[config.mk]
export PLATFORM = sky130hd
export DESIGN_NAME = motion_tracker_top
export DESIGN_NICKNAME = d
export VERILOG_FILES = /design/src/source/motion_pkg.sv /design/src/source/blob_sorter.sv /design/src/source/player_tracker.sv /design/src/source/action_judge.sv /design/src/source/motion_tracker_top.sv
export SDC_FILE = /design/constraint.sdc
export NUM_CORES = 2
export LEC_CHECK = 0
export BUFFER_PORTS_ARGS = -buffer_cell sky130_fd_sc_hd__buf_2
export CORE_UTILIZATION = 60
export CTS_CLUSTER_DIAMETER = 100
export CTS_CLUSTER_SIZE = 8
export DETAILED_ROUTE_END_ITERATION = 16
export PLACE_DENSITY = 0.84
export SLEW_MARGIN = 20
export SYNTH_ARGS = -nofsm -noshare
export SYNTH_HDL_FRONTEND = slang
export SYNTH_SLANG_ARGS = --single-unit
[constraint.sdc]
create_clock -name clk_65mhz -period 6.62 [get_ports clk_65mhz]
set_input_delay 0.662 -clock clk_65mhz [delete_from_list [all_inputs] [get_ports clk_65mhz]]
set_output_delay 0.662 -clock clk_65mhz [all_outputs]
set_load 0.02 [all_outputs]
[src/source/motion_pkg.sv]
`default_nettype none

package motion_pkg;

    ////////////////////
    // geometry and widths
    ////////////////////

    localparam int num_players   = 2;
    localparam int x_width       = 9;
    localparam int y_width       = 8;
    localparam int count_width   = 16;
    localparam int sum_width     = 24;
    localparam int step_width    = 9;
    localparam int motion_width  = 13;
    localparam int window_frames = 8;

    // frame tally and divider step counter
    localparam int tally_width    = $clog2(window_frames);
    localparam int div_left_width = $clog2(sum_width + 1);

    typedef logic [3:0]                channel_t;
    typedef logic [x_width-1:0]        x_t;
    typedef logic [y_width-1:0]        y_t;
    typedef logic [count_width-1:0]    count_t;
    typedef logic [sum_width-1:0]      sum_t;
    typedef logic [step_width-1:0]     step_t;
    typedef logic [motion_width-1:0]   magnitude_t;
    typedef logic [tally_width-1:0]    tally_t;
    typedef logic [div_left_width-1:0] div_left_t;

    // colour thresholds, strict compares
    localparam channel_t   bright_level     = 4'd12;
    localparam channel_t   dark_level       = 4'd3;
    localparam magnitude_t action_threshold = magnitude_t'(32);

    ////////////////////
    // stream records
    ////////////////////

    typedef struct packed {
        channel_t r;
        channel_t g;
        channel_t b;
    } rgb_t;

    typedef struct packed {
        logic valid;
        rgb_t rgb;
        x_t   x;
        y_t   y;
    } pixel_t;

    // one pixel credited to one player
    typedef struct packed {
        logic valid;
        x_t   x;
        y_t   y;
    } hit_t;

    typedef struct packed {
        logic frame_open;
        logic frame_close;
        logic window_end;
    } frame_ctl_t;

    // sign-magnitude motion, neg set means moving toward 0
    typedef struct packed {
        magnitude_t dx;
        logic       dx_neg;
        magnitude_t dy;
        logic       dy_neg;
    } motion_t;

    typedef struct packed {
        logic punch;
        logic kick;
    } action_t;

endpackage

`default_nettype wire

[src/source/blob_sorter.sv]
`timescale 1ns/1ps
`default_nettype none

module blob_sorter (
    input  wire logic                                            clk_65mhz,
    input  wire logic                                            reset_8frame_delta_values,
    input  wire motion_pkg::pixel_t                              pixel,
    input  wire logic                                            frame_done,
    output motion_pkg::hit_t [motion_pkg::num_players-1:0]       hits,
    output motion_pkg::frame_ctl_t                               frame_ctl
);

    logic                                  is_red;
    logic                                  is_white;
    logic [motion_pkg::num_players-1:0]    claim;
    logic                                  done_q;
    logic                                  frame_open;
    motion_pkg::tally_t                    tally;

    ////////////////////
    // pixel classes
    ////////////////////

    always_comb begin
        // player 1 is the red LED
        is_red = pixel.valid
            && (pixel.rgb.r > motion_pkg::bright_level)
            && (pixel.rgb.g < motion_pkg::dark_level)
            && (pixel.rgb.b < motion_pkg::dark_level);
        // player 2 is the white LED, only if not already red
        is_white = pixel.valid && !is_red
            && (pixel.rgb.r > motion_pkg::bright_level)
            && (pixel.rgb.g > motion_pkg::bright_level)
            && (pixel.rgb.b > motion_pkg::bright_level);
        claim    = '0;
        claim[0] = is_red;
        claim[1] = is_white;
    end

    // rising edge of frame done starts a new frame
    assign frame_open = frame_done && !done_q;

    always_ff @(posedge clk_65mhz) begin
        if (reset_8frame_delta_values) begin
            hits      <= '0;
            frame_ctl <= '0;
            done_q    <= 1'b0;
            tally     <= '0;
        end else begin
            done_q                <= frame_done;
            frame_ctl.frame_open  <= frame_open;
            frame_ctl.frame_close <= done_q && !frame_done;
            // every eighth open closes the motion window
            frame_ctl.window_end  <= frame_open
                && (tally == motion_pkg::tally_t'(motion_pkg::window_frames - 1));
            if (frame_open) begin
                tally <= tally + 1'b1;
            end
            for (int p = 0; p < motion_pkg::num_players; p++) begin
                hits[p].valid <= claim[p];
                hits[p].x     <= pixel.x;
                hits[p].y     <= pixel.y;
            end
        end
    end

endmodule

`default_nettype wire

[src/source/player_tracker.sv]
`timescale 1ns/1ps
`default_nettype none

module player_tracker (
    input  wire logic                     clk_65mhz,
    input  wire logic                     reset_8frame_delta_values,
    input  wire motion_pkg::hit_t         hit,
    input  wire motion_pkg::frame_ctl_t   frame_ctl,
    output logic                          report,
    output motion_pkg::motion_t           motion
);

    motion_pkg::count_t     count;
    motion_pkg::count_t     count_in;
    motion_pkg::sum_t       x_sum;
    motion_pkg::sum_t       x_sum_in;
    motion_pkg::sum_t       y_sum;
    motion_pkg::sum_t       y_sum_in;
    motion_pkg::count_t     div_count;
    motion_pkg::div_left_t  div_left;
    motion_pkg::sum_t       x_quo;
    motion_pkg::sum_t       x_quo_next;
    motion_pkg::count_t     x_rem;
    motion_pkg::count_t     x_rem_next;
    motion_pkg::sum_t       y_quo;
    motion_pkg::sum_t       y_quo_next;
    motion_pkg::count_t     y_rem;
    motion_pkg::count_t     y_rem_next;
    motion_pkg::x_t         cur_x;
    motion_pkg::x_t         prev_x;
    motion_pkg::y_t         cur_y;
    motion_pkg::y_t         prev_y;
    logic                   centroid_held;
    motion_pkg::step_t      step_dx;
    motion_pkg::step_t      step_dy;
    logic                   step_dx_neg;
    logic                   step_dy_neg;
    motion_pkg::motion_t    acc;
    motion_pkg::motion_t    acc_next;
    logic                   window_pending;

    // one restoring step, returns {remainder, quotient}
    function automatic logic [motion_pkg::count_width+motion_pkg::sum_width-1:0] div_step(
        input motion_pkg::count_t rem,
        input motion_pkg::sum_t   quo,
        input motion_pkg::count_t divisor
    );
        logic [motion_pkg::count_width:0] shifted;
        logic [motion_pkg::count_width:0] trial;
        shifted = {rem, quo[motion_pkg::sum_width-1]};
        trial   = shifted - {1'b0, divisor};
        if (shifted >= {1'b0, divisor}) begin
            div_step = {trial[motion_pkg::count_width-1:0],
                        quo[motion_pkg::sum_width-2:0], 1'b1};
        end else begin
            div_step = {shifted[motion_pkg::count_width-1:0],
                        quo[motion_pkg::sum_width-2:0], 1'b0};
        end
    endfunction

    // sign-magnitude add, larger magnitude keeps its sign
    function automatic logic [motion_pkg::motion_width:0] fold_axis(
        input motion_pkg::magnitude_t acc_mag,
        input logic                   acc_neg,
        input motion_pkg::step_t      step,
        input logic                   step_neg
    );
        motion_pkg::magnitude_t step_ext;
        step_ext = motion_pkg::magnitude_t'(step);
        if (acc_neg == step_neg) begin
            fold_axis = {acc_neg, acc_mag + step_ext};
        end else if (acc_mag > step_ext) begin
            fold_axis = {acc_neg, acc_mag - step_ext};
        end else begin
            fold_axis = {step_neg, step_ext - acc_mag};
        end
    endfunction

    ////////////////////
    // per-frame sums
    ////////////////////

    always_comb begin
        count_in = count + motion_pkg::count_t'(hit.valid);
        x_sum_in = hit.valid ? x_sum + motion_pkg::sum_t'(hit.x) : x_sum;
        y_sum_in = hit.valid ? y_sum + motion_pkg::sum_t'(hit.y) : y_sum;
    end

    always_ff @(posedge clk_65mhz) begin
        if (reset_8frame_delta_values || frame_ctl.frame_close) begin
            count <= '0;
            x_sum <= '0;
            y_sum <= '0;
        end else begin
            count <= count_in;
            x_sum <= x_sum_in;
            y_sum <= y_sum_in;
        end
    end

    ////////////////////
    // centroid divider
    ////////////////////

    always_comb begin
        {x_rem_next, x_quo_next} = div_step(x_rem, x_quo, div_count);
        {y_rem_next, y_quo_next} = div_step(y_rem, y_quo, div_count);
    end

    // operands latch on close, one quotient bit per cycle after that
    always_ff @(posedge clk_65mhz) begin
        if (frame_ctl.frame_close) begin
            div_count <= count_in;
            x_quo     <= x_sum_in;
            y_quo     <= y_sum_in;
            x_rem     <= '0;
            y_rem     <= '0;
        end else if (div_left != '0) begin
            x_quo <= x_quo_next;
            y_quo <= y_quo_next;
            x_rem <= x_rem_next;
            y_rem <= y_rem_next;
        end
    end

    always_ff @(posedge clk_65mhz) begin
        if (reset_8frame_delta_values) begin
            div_left      <= '0;
            cur_x         <= '0;
            cur_y         <= '0;
            prev_x        <= '0;
            prev_y        <= '0;
            centroid_held <= 1'b0;
        end else if (frame_ctl.frame_close) begin
            div_left <= motion_pkg::div_left_t'(motion_pkg::sum_width);
        end else if (div_left != '0) begin
            div_left <= div_left - 1'b1;
            // last step lands the quotient
            if (div_left == motion_pkg::div_left_t'(1)) begin
                // empty frame keeps both centroids
                centroid_held <= (div_count == '0);
                if (div_count != '0) begin
                    prev_x <= cur_x;
                    prev_y <= cur_y;
                    cur_x  <= motion_pkg::x_t'(x_quo_next);
                    cur_y  <= motion_pkg::y_t'(y_quo_next);
                end
            end
        end
    end

    ////////////////////
    // 2-frame delta and window
    ////////////////////

    always_comb begin
        step_dx_neg = !centroid_held && (prev_x > cur_x);
        step_dy_neg = !centroid_held && (prev_y > cur_y);
        if (centroid_held) begin
            step_dx = '0;
            step_dy = '0;
        end else begin
            step_dx = step_dx_neg ? motion_pkg::step_t'(prev_x - cur_x)
                                  : motion_pkg::step_t'(cur_x - prev_x);
            step_dy = step_dy_neg ? motion_pkg::step_t'(prev_y - cur_y)
                                  : motion_pkg::step_t'(cur_y - prev_y);
        end
        {acc_next.dx_neg, acc_next.dx} = fold_axis(acc.dx, acc.dx_neg, step_dx, step_dx_neg);
        {acc_next.dy_neg, acc_next.dy} = fold_axis(acc.dy, acc.dy_neg, step_dy, step_dy_neg);
    end

    always_ff @(posedge clk_65mhz) begin
        if (reset_8frame_delta_values) begin
            acc            <= '0;
            window_pending <= 1'b0;
            report         <= 1'b0;
            motion         <= '0;
        end else begin
            report <= window_pending;
            if (window_pending) begin
                // hand out the window and start over
                motion         <= acc;
                acc            <= '0;
                window_pending <= 1'b0;
            end else if (frame_ctl.frame_open) begin
                acc            <= acc_next;
                window_pending <= frame_ctl.window_end;
            end
        end
    end

endmodule

`default_nettype wire

[src/source/action_judge.sv]
`timescale 1ns/1ps
`default_nettype none

module action_judge (
    input  wire logic                                             clk_65mhz,
    input  wire logic                                             reset_8frame_delta_values,
    input  wire logic                                             report,
    input  wire motion_pkg::motion_t [motion_pkg::num_players-1:0] motion_in,
    output logic                                                  report_valid,
    output motion_pkg::motion_t [motion_pkg::num_players-1:0]     motion,
    output motion_pkg::action_t [motion_pkg::num_players-1:0]     actions
);

    // actions from the incoming report, equality gives neither
    motion_pkg::action_t [motion_pkg::num_players-1:0] actions_next;

    always_comb begin
        for (int p = 0; p < motion_pkg::num_players; p++) begin
            actions_next[p].punch = (motion_in[p].dx > motion_pkg::action_threshold)
                                 && (motion_in[p].dy < motion_pkg::action_threshold);
            actions_next[p].kick  = (motion_in[p].dy > motion_pkg::action_threshold)
                                 && (motion_in[p].dx < motion_pkg::action_threshold);
        end
    end

    // results hold until the next window report
    always_ff @(posedge clk_65mhz) begin
        if (reset_8frame_delta_values) begin
            report_valid <= 1'b0;
            motion       <= '0;
            actions      <= '0;
        end else begin
            report_valid <= report;
            if (report) begin
                motion  <= motion_in;
                actions <= actions_next;
            end
        end
    end

endmodule

`default_nettype wire

[src/source/motion_tracker_top.sv]
`timescale 1ns/1ps
`default_nettype none

module motion_tracker_top (
    input  wire logic                                          clk_65mhz,
    input  wire logic                                          reset_8frame_delta_values,
    input  wire motion_pkg::pixel_t                            pixel,
    input  wire logic                                          frame_done,
    output logic                                               report_valid,
    output motion_pkg::motion_t [motion_pkg::num_players-1:0]  motion,
    output motion_pkg::action_t [motion_pkg::num_players-1:0]  actions
);

    motion_pkg::hit_t [motion_pkg::num_players-1:0]     hits;
    motion_pkg::frame_ctl_t                             frame_ctl;
    logic [motion_pkg::num_players-1:0]                 report;
    motion_pkg::motion_t [motion_pkg::num_players-1:0]  tracker_motion;

    blob_sorter u_sorter (
        .clk_65mhz                 (clk_65mhz),
        .reset_8frame_delta_values (reset_8frame_delta_values),
        .pixel                     (pixel),
        .frame_done                (frame_done),
        .hits                      (hits),
        .frame_ctl                 (frame_ctl)
    );

    // one tracker per player, all on the same frame controls
    for (genvar p = 0; p < motion_pkg::num_players; p++) begin : g_tracker
        player_tracker u_tracker (
            .clk_65mhz                 (clk_65mhz),
            .reset_8frame_delta_values (reset_8frame_delta_values),
            .hit                       (hits[p]),
            .frame_ctl                 (frame_ctl),
            .report                    (report[p]),
            .motion                    (tracker_motion[p])
        );
    end

    // trackers report in lockstep, tracker 0 stands for all
    action_judge u_judge (
        .clk_65mhz                 (clk_65mhz),
        .reset_8frame_delta_values (reset_8frame_delta_values),
        .report                    (report[0]),
        .motion_in                 (tracker_motion),
        .report_valid              (report_valid),
        .motion                    (motion),
        .actions                   (actions)
    );

endmodule

`default_nettype wire

==> flow_summary.yaml <==
run_status:
  status: "finished, violations left"
  violations: "DRC"
logic_synthesis:
  yosys_warnings: 0
  netlist_area_mm2: 0.0362
  synth_edf_count: 128
  synth_flop_cell: "dfxtp_1"
  synth-seq-cells: 602
  syn_inst: 4173
  async_flop_share_pct: 0
  ys_seq_area_share_pct: 36.8
  synth_cell_type_count: 99
  avgSynthCellArea_um2: 8.69
  syn_nets: 4521
clocking:
  cts_buffers: 85
  clkLatencyLatePin_ns: 0.63
  cts-htree-levels: 3
  cts_sinks: 602
  cts_tree: "yes"
  root_buffer: "clkbuf_16"
  cts-hold-fix-buffers: 0
  cts.repair.resized: 0
  post-cts-setup-buffer-count: 0
  clk_pin_slew_ns: 0.05
  cts.path.max_buffers: 3
global_routing:
  use_met1_pct: 35.2
  antenna_found_initial: 1
  grt.met3_usage_pct: 3.47
  gr-total-overflow: 0
  grt_max_degree: 107
  grtUsageTotal_pct: 26.3
  grt_busiest_layer: "met2"
  grt_pass1_wl_um: 135000
  use_met2_pct: 44.3
  grt_pass1_vias: 28000
timing:
  tightest_slew_ns: 1.11
  setup_viol: 0
  timing.fmax_mhz: 176
  max-slew-margin-rel_pct: 26.2
  tns_ns: 0
  period_needed_ns: 5.68
  period_share_pct: 85.8
  slew_violations: 0
  rsz0062_at_grt: "false"
  finClkSkew_ns: 0.0269
  worst_slack_ns: 0.942
  hold_violations: 0
drt:
  wire_per_inst_um: 16.2
  wl_um: 81100
  via_per_inst: 5.87
  num_vias: 29300
  dr.pass1.iters: 11
  drtIter0Drc: 2099
  ant_nets: 0
  route.detailed.drc: 8
worst_setup_path:
  crit_arrival_ns: 6.19
  path_max_fanout: 15
  required_ns: 7.13
  worstReg2RegStart: "g_tracker[0].u_tracker.prev_x[1]$_SDFFE_PP0P_"
  reg2reg_depth: 19
  worst_path_largest_cell_delay_ns: 0.59
  crit_chain: "inv_1 -> ha_1 -> and4_1 -> a31oi_1 -> o21a_1 -> mux2_2 -> a31oi_1 -> o2bb2ai_1 -> mux2_1 -> ha_1 -> and4_1 -> a311oi_1 -> o211a_1 -> or3_1 -> inv_2 -> mux2i_1 -> mux2i_1 -> or4_1 -> o311ai_0"
  worstSetupPathType: "flop to flop"
  worst-r2r-setup-slack_ns: 0.94
  r2r_end: "g_tracker[0].u_tracker.acc[22]$_SDFFE_PP0P_"
  end_kind: "flop"
  slowest_stage: "or3_1"
  critPathLaunchType: "flop"
worst_hold_path:
  whs_path_depth: 2
  hp-start: "frame_done"
  min_to: "u_sorter.frame_ctl[1]$_SDFF_PP0_"
  hp-class: "input port to flop"
cells_and_area:
  final_area_mm2: 0.0396
  final_common_cell: "nor2_1"
  fillCellCount: 4591
  multiInputGateArea_mm2: 0.0211
  diodes: 0
  fin_cells: 4998
  drive_above_1_share_pct: 7.03
  nets: 4523
  regArea_mm2: 0.0133
  final_cell_mix: "nor2_1 (656), dfxtp_1 (469), a21oi_1 (346)"
  syn_to_final_growth_pct: 9.20
place:
  placed_cell_area_mm2: 0.0371
  hpwl_um: 56200
  gp_congestion: 0.930
  portBuffers: 93
  placed_cells: 4860
  pre_cts_ws_ns: 0.992
power:
  p_switching_mw: 9.63
  pwr-share-seq_pct: 24.0
  ir_drop_uv: 443
  finalPower_mw: 22.0
  p_comb_share_pct: 57.6
  powerDensity_mw_per_mm2: 557
  switching_share_pct: 43.7
  power_leakage_nw: 16.1
  p_int_mw: 12.4
  clock_power_share_pct: 18.4
die:
  die_area_mm2: 0.0614
  ioPinCount: 94
  row_count: 89
  core_mm2: 0.0594
  die_y_um: 248
  die_x_um: 248
  initial_core_util_pct: 61.1
run:
  drv_cap: 0
[cell usage after synthesis, types with 66 or more instances]
cell | count | area [µm²]
a211oi_1 | 66 | 495
a21oi_1 | 346 | 1730
clkbuf_1 | 149 | 559
dfxtp_1 | 474 | 9490
edfxtp_1 | 128 | 3840
ha_1 | 287 | 3590
inv_1 | 272 | 1020
mux2i_1 | 245 | 2450
nand2_1 | 190 | 713
nand3_1 | 91 | 455
nor2_1 | 656 | 2460
nor2b_1 | 70 | 438
nor3_1 | 82 | 410
o21ai_0 | 105 | 526
xnor2_1 | 148 | 1300
[registers in the layout (all words and copies together), names as in the netlist, 2 cells and up]
register	flops
g_tracker.u_tracker.acc	56
g_tracker.u_tracker.motion	56
u_judge.motion	56
g_tracker.u_tracker.x_quo	48
g_tracker.u_tracker.x_sum	48
g_tracker.u_tracker.y_quo	48
g_tracker.u_tracker.y_sum	48
g_tracker.u_tracker.count	32
g_tracker.u_tracker.div_count	32
g_tracker.u_tracker.x_rem	32
g_tracker.u_tracker.y_rem	32
u_sorter.hits	19
g_tracker.u_tracker.cur_x	18
g_tracker.u_tracker.prev_x	18
g_tracker.u_tracker.cur_y	16
g_tracker.u_tracker.prev_y	16
g_tracker.u_tracker.div_left	10
u_judge.actions	4
u_sorter.frame_ctl	3
u_sorter.tally	3
g_tracker.u_tracker.centroid_held	2
g_tracker.u_tracker.window_pending	2
[through the flow]
step           hold WS [ns]  utilization (%)
6_report              0.211             66.7
5_1_grt               0.207             66.7
4_1_cts               0.180             66.6
3_5_place_dp          0.432             62.5
3_3_place_gp          0.426             62.4
2_1_floorplan         0.415                -
[worst max-delay path by stage]
stage | startpoint | end | slack [ns]
after floorplan | g_tracker[0].u_tracker.prev_x[1]$_SDFFE_PP0P_ | g_tracker[0].u_tracker.acc[19]$_SDFFE_PP0P_ | 1.74
after global placement | g_tracker[0].u_tracker.prev_x[1]$_SDFFE_PP0P_ | g_tracker[0].u_tracker.acc[22]$_SDFFE_PP0P_ | 1.21
after detailed placement | g_tracker[0].u_tracker.prev_x[1]$_SDFFE_PP0P_ | g_tracker[0].u_tracker.acc[22]$_SDFFE_PP0P_ | 0.99
after CTS | g_tracker[0].u_tracker.prev_x[1]$_SDFFE_PP0P_ | g_tracker[0].u_tracker.acc[22]$_SDFFE_PP0P_ | 0.96
after global routing | g_tracker[0].u_tracker.prev_x[1]$_SDFFE_PP0P_ | g_tracker[0].u_tracker.acc[22]$_SDFFE_PP0P_ | 0.52
final | g_tracker[0].u_tracker.prev_x[1]$_SDFFE_PP0P_ | g_tracker[0].u_tracker.acc[22]$_SDFFE_PP0P_ | 0.94
[logic make-up after synthesis]
logic type	count (synthesis)	synth area share (%)
DFF	602	36.8
adders and majority gates	315	11.5
AOI/OAI and AO/OA	877	15.5
buffers and inverters	481	5.19
and+or+nand+nor	1415	18.4
muxes	270	7.55
xor gates and xnor gates	213	5.17
[layout make-up]
cell class / instances / share of cell area (%)
Clock inverter: 6 / 0.332
Clock buffer: 131 / 5.94
Multi-Input combinational cell: 3090 / 53.2
Tap cell: 773 / 2.44
Sequential cell: 602 / 33.7
Inverter: 277 / 2.63
Timing Repair Buffer: 119 / 1.70
[power groups by stage]
| stage | sequential, mW | clock (mW) | combinational (mW) |
|---|---|---|---|
| finish | 5.28 | 4.05 | 12.7 |
| global route | 5.36 | 4.29 | 14.1 |
| CTS | 5.27 | 4.12 | 12.5 |
| detailed placement | 5.33 | 0 | 12.4 |
| global placement | 5.31 | 0 | 12.2 |
| floorplan | 5.08 | 0 | 10.4 |
[critical path, delay by kind of cell (launching register included)]
kind | cells | cell delay (ns)
compound gates | 7 | 1.47
simple gates | 4 | 1.47
mux | 4 | 1.08
fa+ha+maj | 2 | 0.81
flops | 1 | 0.41
buf+inv | 2 | 0.33
[per-layer routing]
layer	part of all wire [%]	wire length, µm
met1	46	37400
met2	47	38100
met3	5.1	4170
met4	1.8	1470
met5	0	0
(Power assumes the default switching activity.)
